## config.mk

```make
export PLATFORM = sky130hd
export DESIGN_NAME = mcr3_input_top
export DESIGN_NICKNAME = d
export VERILOG_FILES = /design/src/mcr3_input_pkg.sv /design/src/player_ctl_if.sv /design/src/game_config.sv /design/src/gear_shift.sv /design/src/hold_timer.sv /design/src/input_port_map.sv /design/src/mcr3_input_top.sv /design/src/player_controls.sv /design/src/reset_sequencer.sv
export SDC_FILE = /design/constraint.sdc
export NUM_CORES = 1
export LEC_CHECK = 0
export BUFFER_PORTS_ARGS = -buffer_cell sky130_fd_sc_hd__buf_4
export CAP_MARGIN = 15
export CORE_ASPECT_RATIO = 0.8
export CORE_MARGIN = 1
export CORE_UTILIZATION = 46
export CTS_CLUSTER_DIAMETER = 50
export CTS_CLUSTER_SIZE = 12
export DETAILED_ROUTE_END_ITERATION = 10
export PLACE_DENSITY = 0.88
export SLEW_MARGIN = 5
export SYNTH_ARGS = -nofsm -noshare
export SYNTH_HDL_FRONTEND = slang
export SYNTH_SLANG_ARGS = --single-unit
export TNS_END_PERCENT = 100
```

## constraint.sdc

```tcl
create_clock -name clk_sys -period 2.3 [get_ports clk_sys]
set_clock_uncertainty 0.1 [all_clocks]
set_input_delay 0.46 -clock clk_sys [delete_from_list [all_inputs] [get_ports clk_sys]]
set_output_delay 0.46 -clock clk_sys [all_outputs]
set_load 0.05 [all_outputs]
```

## src/mcr3_input_pkg.sv

```systemverilog
//==============================
// Shared input block definitions
// Game ids, download indexes, joystick bits,
// PS/2 scancodes, gear table, hold length
// and reset sequencer states
//==============================
package mcr3_input_pkg;

	typedef enum logic [7:0] {
		GAME_RAMPAGE    = 8'd0,
		GAME_SARGE      = 8'd1,
		GAME_POWERDRIVE = 8'd2,
		GAME_MAXRPM     = 8'd3,
		GAME_DEMDERBY   = 8'd4,
		GAME_STARGRDS   = 8'd5
	} game_id_t;

	// Download stream indexes
	localparam logic [7:0] DL_INDEX_ROM  = 8'd0;
	localparam logic [7:0] DL_INDEX_GAME = 8'd1;
	localparam logic [7:0] DL_INDEX_DIP  = 8'd254;
	localparam int DIP_BYTES = 2;

	// Joystick word bit positions
	localparam int JOY_RIGHT  = 0;
	localparam int JOY_LEFT   = 1;
	localparam int JOY_DOWN   = 2;
	localparam int JOY_UP     = 3;
	localparam int JOY_FIRE_A = 4;
	localparam int JOY_FIRE_B = 5;
	localparam int JOY_FIRE_C = 6;
	localparam int JOY_FIRE_D = 7;
	localparam int JOY_START  = 8;
	localparam int JOY_COIN   = 9;

	//==============================
	// Set 2 scancodes
	//==============================
	localparam logic [7:0] KEY_UP     = 8'h75;
	localparam logic [7:0] KEY_DOWN   = 8'h72;
	localparam logic [7:0] KEY_LEFT   = 8'h6B;
	localparam logic [7:0] KEY_RIGHT  = 8'h74;
	localparam logic [7:0] KEY_ESC    = 8'h76;
	localparam logic [7:0] KEY_F1     = 8'h05;
	localparam logic [7:0] KEY_F2     = 8'h06;
	localparam logic [7:0] KEY_LCTRL  = 8'h14;
	localparam logic [7:0] KEY_LALT   = 8'h11;
	localparam logic [7:0] KEY_SPACE  = 8'h29;
	localparam logic [7:0] KEY_LSHIFT = 8'h12;
	// MAME style start and coin keys
	localparam logic [7:0] KEY_1      = 8'h16;
	localparam logic [7:0] KEY_2      = 8'h1E;
	localparam logic [7:0] KEY_5      = 8'h2E;
	localparam logic [7:0] KEY_6      = 8'h36;
	localparam logic [7:0] KEY_7      = 8'h3D;
	// Player 2 cluster
	localparam logic [7:0] KEY_R      = 8'h2D;
	localparam logic [7:0] KEY_F      = 8'h2B;
	localparam logic [7:0] KEY_D      = 8'h23;
	localparam logic [7:0] KEY_G      = 8'h34;
	localparam logic [7:0] KEY_A      = 8'h1C;
	localparam logic [7:0] KEY_S      = 8'h1B;
	localparam logic [7:0] KEY_Q      = 8'h15;
	localparam logic [7:0] KEY_W      = 8'h1D;

	// Max RPM gearbox, neutral is gear 0
	typedef logic [2:0] gear_t;
	localparam gear_t GEAR_TOP = 3'd4;
	localparam logic [3:0] MAXRPM_GEAR_CODE [0:GEAR_TOP] = '{4'h0, 4'h5, 4'h6, 4'h1, 4'h2};

	// Game reset low time after a ROM load
	localparam logic [15:0] HOLD_CYCLES = 16'd64;

	typedef enum logic [2:0] {WAIT_ROM, LOADING, HOLD, RUN, REQUEST} seq_state_t;

endpackage

```

## src/player_ctl_if.sv

```systemverilog
//==============================
// Merged control levels of one player
//==============================
`timescale 1ns/100ps

interface player_ctl_if;

	// All levels are 1 while pressed
	logic up;
	logic down;
	logic left;
	logic right;
	logic fire_a;
	logic fire_b;
	logic fire_c;
	logic fire_d;
	logic start;
	logic coin;

	modport source (output up, down, left, right, fire_a, fire_b, fire_c, fire_d, start, coin);
	modport sink (input up, down, left, right, fire_a, fire_b, fire_c, fire_d, start, coin);

endinterface

```

## src/game_config.sv

```systemverilog
//==============================
// Game select and DIP byte capture
// from the download stream
//==============================
`timescale 1ns/100ps

module game_config import mcr3_input_pkg::*; (
	input  logic        clk_sys,
	input  logic        reset,
	input  logic        ioctl_wr,
	input  logic [7:0]  ioctl_index,
	input  logic [24:0] ioctl_addr,
	input  logic [7:0]  ioctl_dout,
	output game_id_t    game,
	output logic [7:0]  dip0,
	output logic [7:0]  dip1
);

	always_ff @(posedge clk_sys) begin
		if (reset) begin
			game <= GAME_RAMPAGE;
			dip0 <= 8'hff;
			dip1 <= 8'hff;
		end else if (ioctl_wr) begin
			if (ioctl_index == DL_INDEX_GAME) begin
				game <= game_id_t'(ioctl_dout);
			end
			// DIP bytes past the second are dropped
			if (ioctl_index == DL_INDEX_DIP && ioctl_addr < 25'(DIP_BYTES)) begin
				if (ioctl_addr[0])
					dip1 <= ioctl_dout;
				else
					dip0 <= ioctl_dout;
			end
		end
	end

endmodule

```

## src/gear_shift.sv

```systemverilog
//==============================
// Max RPM gearboxes for two players
// and Power Drive gear toggles
//==============================
`timescale 1ns/100ps

module gear_shift import mcr3_input_pkg::*; (
	input  logic       clk_sys,
	input  logic       reset,
	player_ctl_if.sink p1,
	player_ctl_if.sink p2,
	player_ctl_if.sink p3,
	output logic [3:0] maxrpm_code1,
	output logic [3:0] maxrpm_code2,
	output logic [2:0] pd_gear
);

	gear_t      gear1;
	gear_t      gear2;
	logic [1:0] fire_a_q;
	logic [1:0] fire_b_q;
	logic [2:0] fire_d_q;
	logic [1:0] rise_a;
	logic [1:0] rise_b;
	logic [2:0] rise_d;

	// Start returns to neutral, shifts saturate at both ends
	function automatic gear_t next_gear(gear_t gear, logic start, logic up, logic down);
		if (start)
			return '0;
		else if (up && gear != GEAR_TOP)
			return gear + 3'd1;
		else if (down && gear != 3'd0)
			return gear - 3'd1;
		return gear;
	endfunction

	assign rise_a = {p2.fire_a, p1.fire_a} & ~fire_a_q;
	assign rise_b = {p2.fire_b, p1.fire_b} & ~fire_b_q;
	assign rise_d = {p3.fire_d, p2.fire_d, p1.fire_d} & ~fire_d_q;

	always_ff @(posedge clk_sys) begin
		if (reset) begin
			gear1 <= '0;
			gear2 <= '0;
			pd_gear <= '0;
			fire_a_q <= '0;
			fire_b_q <= '0;
			fire_d_q <= '0;
		end else begin
			fire_a_q <= {p2.fire_a, p1.fire_a};
			fire_b_q <= {p2.fire_b, p1.fire_b};
			fire_d_q <= {p3.fire_d, p2.fire_d, p1.fire_d};
			gear1 <= next_gear(gear1, p1.start, rise_a[0], rise_b[0]);
			gear2 <= next_gear(gear2, p2.start, rise_a[1], rise_b[1]);
			pd_gear <= pd_gear ^ rise_d;
		end
	end

	assign maxrpm_code1 = MAXRPM_GEAR_CODE[gear1];
	assign maxrpm_code2 = MAXRPM_GEAR_CODE[gear2];

endmodule

```

## src/hold_timer.sv

```systemverilog
//==============================
// Post-load hold down-counter
//==============================
`timescale 1ns/100ps

module hold_timer import mcr3_input_pkg::*; (
	input  logic clk_sys,
	input  logic reset,
	input  logic hold_start,
	output logic hold_done
);

	logic [15:0] count;

	// Zero means idle
	always_ff @(posedge clk_sys) begin
		if (reset) begin
			count <= '0;
		end else if (hold_start) begin
			count <= HOLD_CYCLES - 16'd1;
		end else if (count != 16'd0) begin
			count <= count - 16'd1;
		end
	end

	// Last cycle of the count, seen by the sequencer at the next edge
	assign hold_done = (count == 16'd1);

endmodule

```

## src/input_port_map.sv

```systemverilog
//==============================
// Per-game forming of the five
// active-low CPU input ports
//==============================
`timescale 1ns/100ps

module input_port_map import mcr3_input_pkg::*; (
	input  game_id_t    game,
	input  logic [7:0]  dip0,
	input  logic [7:0]  dip1,
	input  logic        snd_stat,
	player_ctl_if.sink  p1,
	player_ctl_if.sink  p2,
	player_ctl_if.sink  p3,
	input  logic [3:0]  maxrpm_code1,
	input  logic [3:0]  maxrpm_code2,
	input  logic [2:0]  pd_gear,
	output logic [7:0]  input0,
	output logic [7:0]  input1,
	output logic [7:0]  input2,
	output logic [7:0]  input3,
	output logic [7:0]  input4
);

	assign input3 = dip0;

	// Unsupported games read idle on every port
	always_comb begin
		input0 = 8'hff;
		input1 = 8'hff;
		input2 = 8'hff;
		input4 = 8'hff;
		case (game)
			GAME_RAMPAGE: begin
				input0 = ~{2'b00, dip1[0], 3'b000, p2.coin, p1.coin};
				input1 = ~{2'b00, p1.fire_b, p1.fire_a, p1.left, p1.down, p1.right, p1.up};
				input2 = ~{2'b00, p2.fire_b, p2.fire_a, p2.left, p2.down, p2.right, p2.up};
				input4 = ~{snd_stat, 1'b0, p3.fire_b, p3.fire_a,
					p3.left, p3.down, p3.right, p3.up};
			end
			GAME_POWERDRIVE: begin
				input0 = ~{2'b00, dip1[0], 2'b00, p3.coin, p2.coin, p1.coin};
				// Players 1 and 2 share a port, gear bit between buttons
				input1 = ~{p2.fire_b, p2.fire_a, pd_gear[1], p2.fire_c,
					p1.fire_b, p1.fire_a, pd_gear[0], p1.fire_c};
				input2 = ~{snd_stat, 3'b000, p3.fire_b, p3.fire_a, pd_gear[2], p3.fire_c};
			end
			GAME_MAXRPM: begin
				input0 = ~{dip1[0], 3'b000, p1.start, p2.start, p1.coin, p2.coin};
				// Gear codes are already in port polarity
				input2 = {maxrpm_code1, maxrpm_code2};
			end
			default: ;
		endcase
	end

endmodule

```

## src/mcr3_input_top.sv

```systemverilog
//==============================
// MCR3 mono player input block
// Top level wiring only
//==============================
`timescale 1ns/100ps

module mcr3_input_top import mcr3_input_pkg::*; (
	input  logic        clk_sys,
	input  logic        reset,
	input  logic [10:0] ps2_key,
	input  logic [15:0] joy1,
	input  logic [15:0] joy2,
	input  logic [15:0] joy3,
	input  logic        ioctl_download,
	input  logic        ioctl_wr,
	input  logic [7:0]  ioctl_index,
	input  logic [24:0] ioctl_addr,
	input  logic [7:0]  ioctl_dout,
	input  logic        reset_req,
	input  logic        snd_stat,
	output logic [7:0]  input0,
	output logic [7:0]  input1,
	output logic [7:0]  input2,
	output logic [7:0]  input3,
	output logic [7:0]  input4,
	output logic        game_reset,
	output logic        rom_loaded
);

	game_id_t   game;
	logic [7:0] dip0;
	logic [7:0] dip1;
	logic       hold_start;
	logic       hold_done;
	logic [3:0] maxrpm_code1;
	logic [3:0] maxrpm_code2;
	logic [2:0] pd_gear;

	player_ctl_if p1 ();
	player_ctl_if p2 ();
	player_ctl_if p3 ();

	player_controls u_player_controls (
		.clk_sys(clk_sys), .reset(reset), .ps2_key(ps2_key),
		.joy1(joy1), .joy2(joy2), .joy3(joy3), .game(game),
		.p1(p1.source), .p2(p2.source), .p3(p3.source)
	);

	game_config u_game_config (
		.clk_sys(clk_sys), .reset(reset), .ioctl_wr(ioctl_wr),
		.ioctl_index(ioctl_index), .ioctl_addr(ioctl_addr), .ioctl_dout(ioctl_dout),
		.game(game), .dip0(dip0), .dip1(dip1)
	);

	reset_sequencer u_reset_sequencer (
		.clk_sys(clk_sys), .reset(reset), .ioctl_download(ioctl_download),
		.ioctl_index(ioctl_index), .reset_req(reset_req), .hold_done(hold_done),
		.hold_start(hold_start), .game_reset(game_reset), .rom_loaded(rom_loaded)
	);

	hold_timer u_hold_timer (
		.clk_sys(clk_sys), .reset(reset), .hold_start(hold_start), .hold_done(hold_done)
	);

	gear_shift u_gear_shift (
		.clk_sys(clk_sys), .reset(reset),
		.p1(p1.sink), .p2(p2.sink), .p3(p3.sink),
		.maxrpm_code1(maxrpm_code1), .maxrpm_code2(maxrpm_code2), .pd_gear(pd_gear)
	);

	input_port_map u_input_port_map (
		.game(game), .dip0(dip0), .dip1(dip1), .snd_stat(snd_stat),
		.p1(p1.sink), .p2(p2.sink), .p3(p3.sink),
		.maxrpm_code1(maxrpm_code1), .maxrpm_code2(maxrpm_code2), .pd_gear(pd_gear),
		.input0(input0), .input1(input1), .input2(input2),
		.input3(input3), .input4(input4)
	);

endmodule

```

## src/player_controls.sv

```systemverilog
//==============================
// Keyboard event decoder and joystick
// merge for three players
//==============================
`timescale 1ns/100ps

module player_controls import mcr3_input_pkg::*; (
	input  logic        clk_sys,
	input  logic        reset,
	input  logic [10:0] ps2_key,
	input  logic [15:0] joy1,
	input  logic [15:0] joy2,
	input  logic [15:0] joy3,
	input  game_id_t    game,
	player_ctl_if.source p1,
	player_ctl_if.source p2,
	player_ctl_if.source p3
);

	logic       event_q;
	logic       key_pressed;
	logic [7:0] key_code;
	// Key buttons, laid out like the joystick word
	logic [9:0] btn1;
	logic [9:0] btn2;
	logic       btn_coin3;
	logic [9:0] m1;
	logic [9:0] m2;
	logic [9:0] m3;
	logic       pd_mode;

	assign key_pressed = ps2_key[9];
	assign key_code = ps2_key[7:0];

	// Bit 10 toggles once per key event
	always_ff @(posedge clk_sys) begin
		if (reset) begin
			event_q <= 1'b0;
			btn1 <= '0;
			btn2 <= '0;
			btn_coin3 <= 1'b0;
		end else begin
			event_q <= ps2_key[10];
			if (event_q != ps2_key[10]) begin
				case (key_code)
					KEY_UP:        btn1[JOY_UP] <= key_pressed;
					KEY_DOWN:      btn1[JOY_DOWN] <= key_pressed;
					KEY_LEFT:      btn1[JOY_LEFT] <= key_pressed;
					KEY_RIGHT:     btn1[JOY_RIGHT] <= key_pressed;
					KEY_ESC, KEY_5: btn1[JOY_COIN] <= key_pressed;
					KEY_F1, KEY_1: btn1[JOY_START] <= key_pressed;
					KEY_F2, KEY_2: btn2[JOY_START] <= key_pressed;
					KEY_LCTRL:     btn1[JOY_FIRE_A] <= key_pressed;
					KEY_LALT:      btn1[JOY_FIRE_B] <= key_pressed;
					KEY_SPACE:     btn1[JOY_FIRE_C] <= key_pressed;
					KEY_LSHIFT:    btn1[JOY_FIRE_D] <= key_pressed;
					KEY_6:         btn2[JOY_COIN] <= key_pressed;
					KEY_7:         btn_coin3 <= key_pressed;
					KEY_R:         btn2[JOY_UP] <= key_pressed;
					KEY_F:         btn2[JOY_DOWN] <= key_pressed;
					KEY_D:         btn2[JOY_LEFT] <= key_pressed;
					KEY_G:         btn2[JOY_RIGHT] <= key_pressed;
					KEY_A:         btn2[JOY_FIRE_A] <= key_pressed;
					KEY_S:         btn2[JOY_FIRE_B] <= key_pressed;
					KEY_Q:         btn2[JOY_FIRE_C] <= key_pressed;
					KEY_W:         btn2[JOY_FIRE_D] <= key_pressed;
					default: ;
				endcase
			end
		end
	end

	assign m1 = btn1 | joy1[JOY_COIN:JOY_RIGHT];
	assign m2 = btn2 | joy2[JOY_COIN:JOY_RIGHT];
	// No keyboard cluster for player 3
	assign m3 = joy3[JOY_COIN:JOY_RIGHT];

	// Only Power Drive has separate coin slots per player
	assign pd_mode = (game == GAME_POWERDRIVE);
	assign p1.coin = pd_mode ? m1[JOY_COIN] :
		(m1[JOY_COIN] | m2[JOY_COIN] | m3[JOY_COIN] | btn_coin3);
	assign p2.coin = pd_mode & m2[JOY_COIN];
	assign p3.coin = pd_mode & m3[JOY_COIN];

	assign p1.up = m1[JOY_UP];
	assign p1.down = m1[JOY_DOWN];
	assign p1.left = m1[JOY_LEFT];
	assign p1.right = m1[JOY_RIGHT];
	assign p1.fire_a = m1[JOY_FIRE_A];
	assign p1.fire_b = m1[JOY_FIRE_B];
	assign p1.fire_c = m1[JOY_FIRE_C];
	assign p1.fire_d = m1[JOY_FIRE_D];
	assign p1.start = m1[JOY_START];

	assign p2.up = m2[JOY_UP];
	assign p2.down = m2[JOY_DOWN];
	assign p2.left = m2[JOY_LEFT];
	assign p2.right = m2[JOY_RIGHT];
	assign p2.fire_a = m2[JOY_FIRE_A];
	assign p2.fire_b = m2[JOY_FIRE_B];
	assign p2.fire_c = m2[JOY_FIRE_C];
	assign p2.fire_d = m2[JOY_FIRE_D];
	assign p2.start = m2[JOY_START];

	assign p3.up = m3[JOY_UP];
	assign p3.down = m3[JOY_DOWN];
	assign p3.left = m3[JOY_LEFT];
	assign p3.right = m3[JOY_RIGHT];
	assign p3.fire_a = m3[JOY_FIRE_A];
	assign p3.fire_b = m3[JOY_FIRE_B];
	assign p3.fire_c = m3[JOY_FIRE_C];
	assign p3.fire_d = m3[JOY_FIRE_D];
	assign p3.start = m3[JOY_START];

endmodule

```

## src/reset_sequencer.sv

```systemverilog
//==============================
// Game reset sequencing around ROM
// download and user reset requests
//==============================
`timescale 1ns/100ps

module reset_sequencer import mcr3_input_pkg::*; (
	input  logic       clk_sys,
	input  logic       reset,
	input  logic       ioctl_download,
	input  logic [7:0] ioctl_index,
	input  logic       reset_req,
	input  logic       hold_done,
	output logic       hold_start,
	output logic       game_reset,
	output logic       rom_loaded
);

	seq_state_t state;
	logic       rom_download;

	assign rom_download = ioctl_download && (ioctl_index == DL_INDEX_ROM);

	always_ff @(posedge clk_sys) begin
		if (reset) begin
			state <= WAIT_ROM;
			hold_start <= 1'b0;
			game_reset <= 1'b1;
			rom_loaded <= 1'b0;
		end else begin
			hold_start <= 1'b0;
			if (rom_download) begin
				// A download restarts everything
				state <= LOADING;
				game_reset <= 1'b1;
			end else begin
				case (state)
					WAIT_ROM: game_reset <= 1'b1;
					LOADING: begin
						// Download just ended
						state <= HOLD;
						hold_start <= 1'b1;
						game_reset <= 1'b0;
						rom_loaded <= 1'b1;
					end
					HOLD: begin
						if (reset_req) begin
							state <= REQUEST;
							game_reset <= 1'b1;
						end else if (hold_done) begin
							// Second reset pulse, one cycle
							state <= RUN;
							game_reset <= 1'b1;
						end else begin
							game_reset <= 1'b0;
						end
					end
					RUN: begin
						if (reset_req)
							state <= REQUEST;
						game_reset <= reset_req;
					end
					REQUEST: begin
						if (!reset_req) begin
							state <= HOLD;
							hold_start <= 1'b1;
						end
						game_reset <= reset_req;
					end
					default: state <= WAIT_ROM;
				endcase
			end
		end
	end

endmodule

```

==> flow_summary.yaml <==
outcome:
  status: "finished, violations left"
  violations: "setup timing"
floorplanning:
  core_mm2: 0.00871
  die_x_um: 109
  rows: 30
  initial_core_util: 0.485
  dieArea_mm2: 0.00957
  fp.dieH_um: 87.7
  ios: 148
setup_path:
  required_ns: 1.74
  cp-start-kind: "register"
  reg2reg_from: "u_hold_timer.count[0]"
  crit_fanout: 7
  cp.arrival_ns: 2.14
  reg2reg_depth: 6
  critPathKind: "register to primary output"
  cp-end-kind: "primary output"
  cp-startpoint: "u_game_config.game[6]"
clocking:
  cts_sinks: 77
  cts_tree: "built"
  insertion_delay_ns: 0.34
  cts_root_buffer: "clkbuf_16"
  cts_buffers: 9
  clk_path_buf_depth: 2
  htreeDepth: 3
  cts.clk_slew.worst_paths_ns: 0.06
hold_path:
  hold_depth: 2
  hp-class: "input pin to register"
  worst_hold_startpoint: "joy2[8]"
sta:
  hold_viol_final: 0
  layout_setup_ws_ns: -0.401
  slew_headroom: 0.567
  finalSetupViolCount: 29
  period_needed_ns: 2.70
  worst_slew_pin_slew_ns: 0.643
  fmax_mhz: 370
  rsz0062_at_grt: "true"
  finalCritPeriodShare: 1.17
  maxSlewViolCount: 0
route:
  ant_nets: 0
  first_pass_iters: 6
  vias_per_cell: 6.11
  drt-total-wl_um: 13600
  drt_iter0_drc: 360
  vias: 4612
  wire_per_inst_um: 18.1
  drc: 0
finish:
  fin_nets: 753
  layout_common_cells: "buf_4 (121), nor2_1 (75), dfxtp_1 (75)"
  n_antenna_cell: 0
  fillers: 626
  fin_util: 0.685
  final_common_cell: "buf_4"
  drive_above_1_share: 0.328
  synthToLayoutAreaGrowth_pct: 41.4
grt:
  gr-total-overflow: 0
  grt_max_degree: 50
  grt_pass1_vias: 4295
  track_usage: 0.282
  grt_pass1_wl_um: 20700
  antenna_found_initial: 0
job:
  max_cap_violations: 0
yosys:
  synth_cells: 503
  synth-main-ff-cell: "dfxtp_1"
  ys_warn_count: 0
  ys_types: 59
  seq_area_frac_synth: 0.365
  async_flop_share: 0
  synth-edff-count: 0
  synth_area_mm2: 0.00422
  ys_seq_elements: 77
  avgSynthCellArea_um2: 8.39
power:
  ir_drop_uv: 604
  leakagePower_uw: 0.00252
  pwr_density_cell_mw_per_mm2: 797
place:
  place_congestion: 0.879
  dp_hpwl_um: 9480
  portBuffers: 124
  pre_cts_ws_ns: -0.159
==> sequential cells by signal (all words and copies together), names as in the netlist, 2 cells and up <==
| register | count |
|---|---|
| u_game_config.dip0 | 8 |
| u_game_config.game | 8 |
| u_gear_shift.fire_a_q | 2 |
| u_gear_shift.fire_b_q | 2 |
| u_gear_shift.fire_d_q | 3 |
| u_gear_shift.gear1 | 3 |
| u_gear_shift.gear2 | 3 |
| u_gear_shift.pd_gear | 3 |
| u_hold_timer.count | 16 |
| u_player_controls.btn1 | 10 |
| u_player_controls.btn2 | 10 |
| u_reset_sequencer.state | 3 |
==> synth_stat cells (all sizes together) (5+ instances only) <==
cell | count | area, um2
inv | 16 | 60.1
nor2b | 16 | 100
nor3b | 5 | 37.5
buf | 5 | 45.0
a31oi | 5 | 31.3
nor3 | 13 | 75.1
nor4 | 22 | 163
mux2i | 40 | 400
nand2 | 31 | 116
nand2b | 6 | 37.5
nand4 | 14 | 87.6
ha | 6 | 75.1
o311ai | 8 | 70.1
xnor2 | 5 | 43.8
nor2 | 76 | 285
a21oi | 17 | 85.1
nand3 | 5 | 25.0
clkbuf | 26 | 97.6
o21ai | 18 | 90.1
or3 | 15 | 98.8
or4 | 13 | 101
dfxtp | 77 | 1540
==> path summary, 6_finish.rpt <==
path,to,slack [ns]
max,input4[0],-0.40
min reg2reg,u_reset_sequencer.rom_loaded,0.38
max reg2reg,u_hold_timer.count[6],0.13
min,u_gear_shift.gear2[0],0.23
==> metal layers <==
metal	wire length (um)	track usage	share of wire
met5	0	0	0
met4	390	0.133	0.029
met3	1120	0.0685	0.082
met2	6660	0.467	0.49
met1	5470	0.348	0.40
==> metrics by stage <==
step | hold WS [ns] | instance area, um2 | power (uW) | TNS [ns] | std cells
floorplan | 0.328 | 4320 | 2830 | -0.683 | 505
global placement | 0.360 | 5430 | 3240 | -0.850 | 734
detailed placement | 0.370 | 5430 | 3340 | -1.50 | 734
CTS | 0.218 | 5920 | 4700 | -7.68 | 753
global route | 0.237 | 5970 | 4970 | -10.22 | 755
finish | 0.232 | 5970 | 4760 | -9.01 | 755
==> worst max-delay path: stages, from the launching register on <==
cell and delay (ns):
dfxtp_2 0.32, or4_4 0.56, nor3_4 0.19, buf_12 0.15
buf_6 0.09, and2_4 0.22, nand2_1 0.11, buf_6 0.16
==> what timing repair did <==
item / in CTS / in global routing
setup buffers: 5 / 3
gates resized for setup: 52 / 10
pin swaps: 5 / 2
hold buffers: 0 / 0
endpoints found under the setup margin: 29 / 31
==> power by group <==
| part | internal, uW | leakage (uW) | switching (uW) |
|---|---|---|---|
| combinational | 775 | 0.00176 | 982 |
| clock | 756 | 0.000135 | 575 |
| sequential | 1480 | 0.000627 | 190 |
| total | 3010 | 0.00252 | 1750 |
==> layout make-up <==
cell class | instances | area (um2) | area share
multi-input cells | 381 | 2630 | 0.441
flip-flops and latches | 77 | 1540 | 0.259
repair buffers | 154 | 1320 | 0.221
clock buffers | 10 | 239 | 0.0400
well taps | 112 | 140 | 0.0235
inverters | 16 | 60.1 | 0.0101
clock inverters | 5 | 35.0 | 0.00587
==> kinds of logic after synthesis <==
kind of cell,after synthesis,synth area share
AOI/OAI and AO/OA,78,0.124
buffers and inverters,47,0.0480
adders and majority gates,8,0.0273
muxes,42,0.100
other,1,0.000888
xor gates and xnor gates,6,0.0124
and+or+nand+nor,244,0.322
DFF,77,0.365
Power figures use the tool's default switching activity.
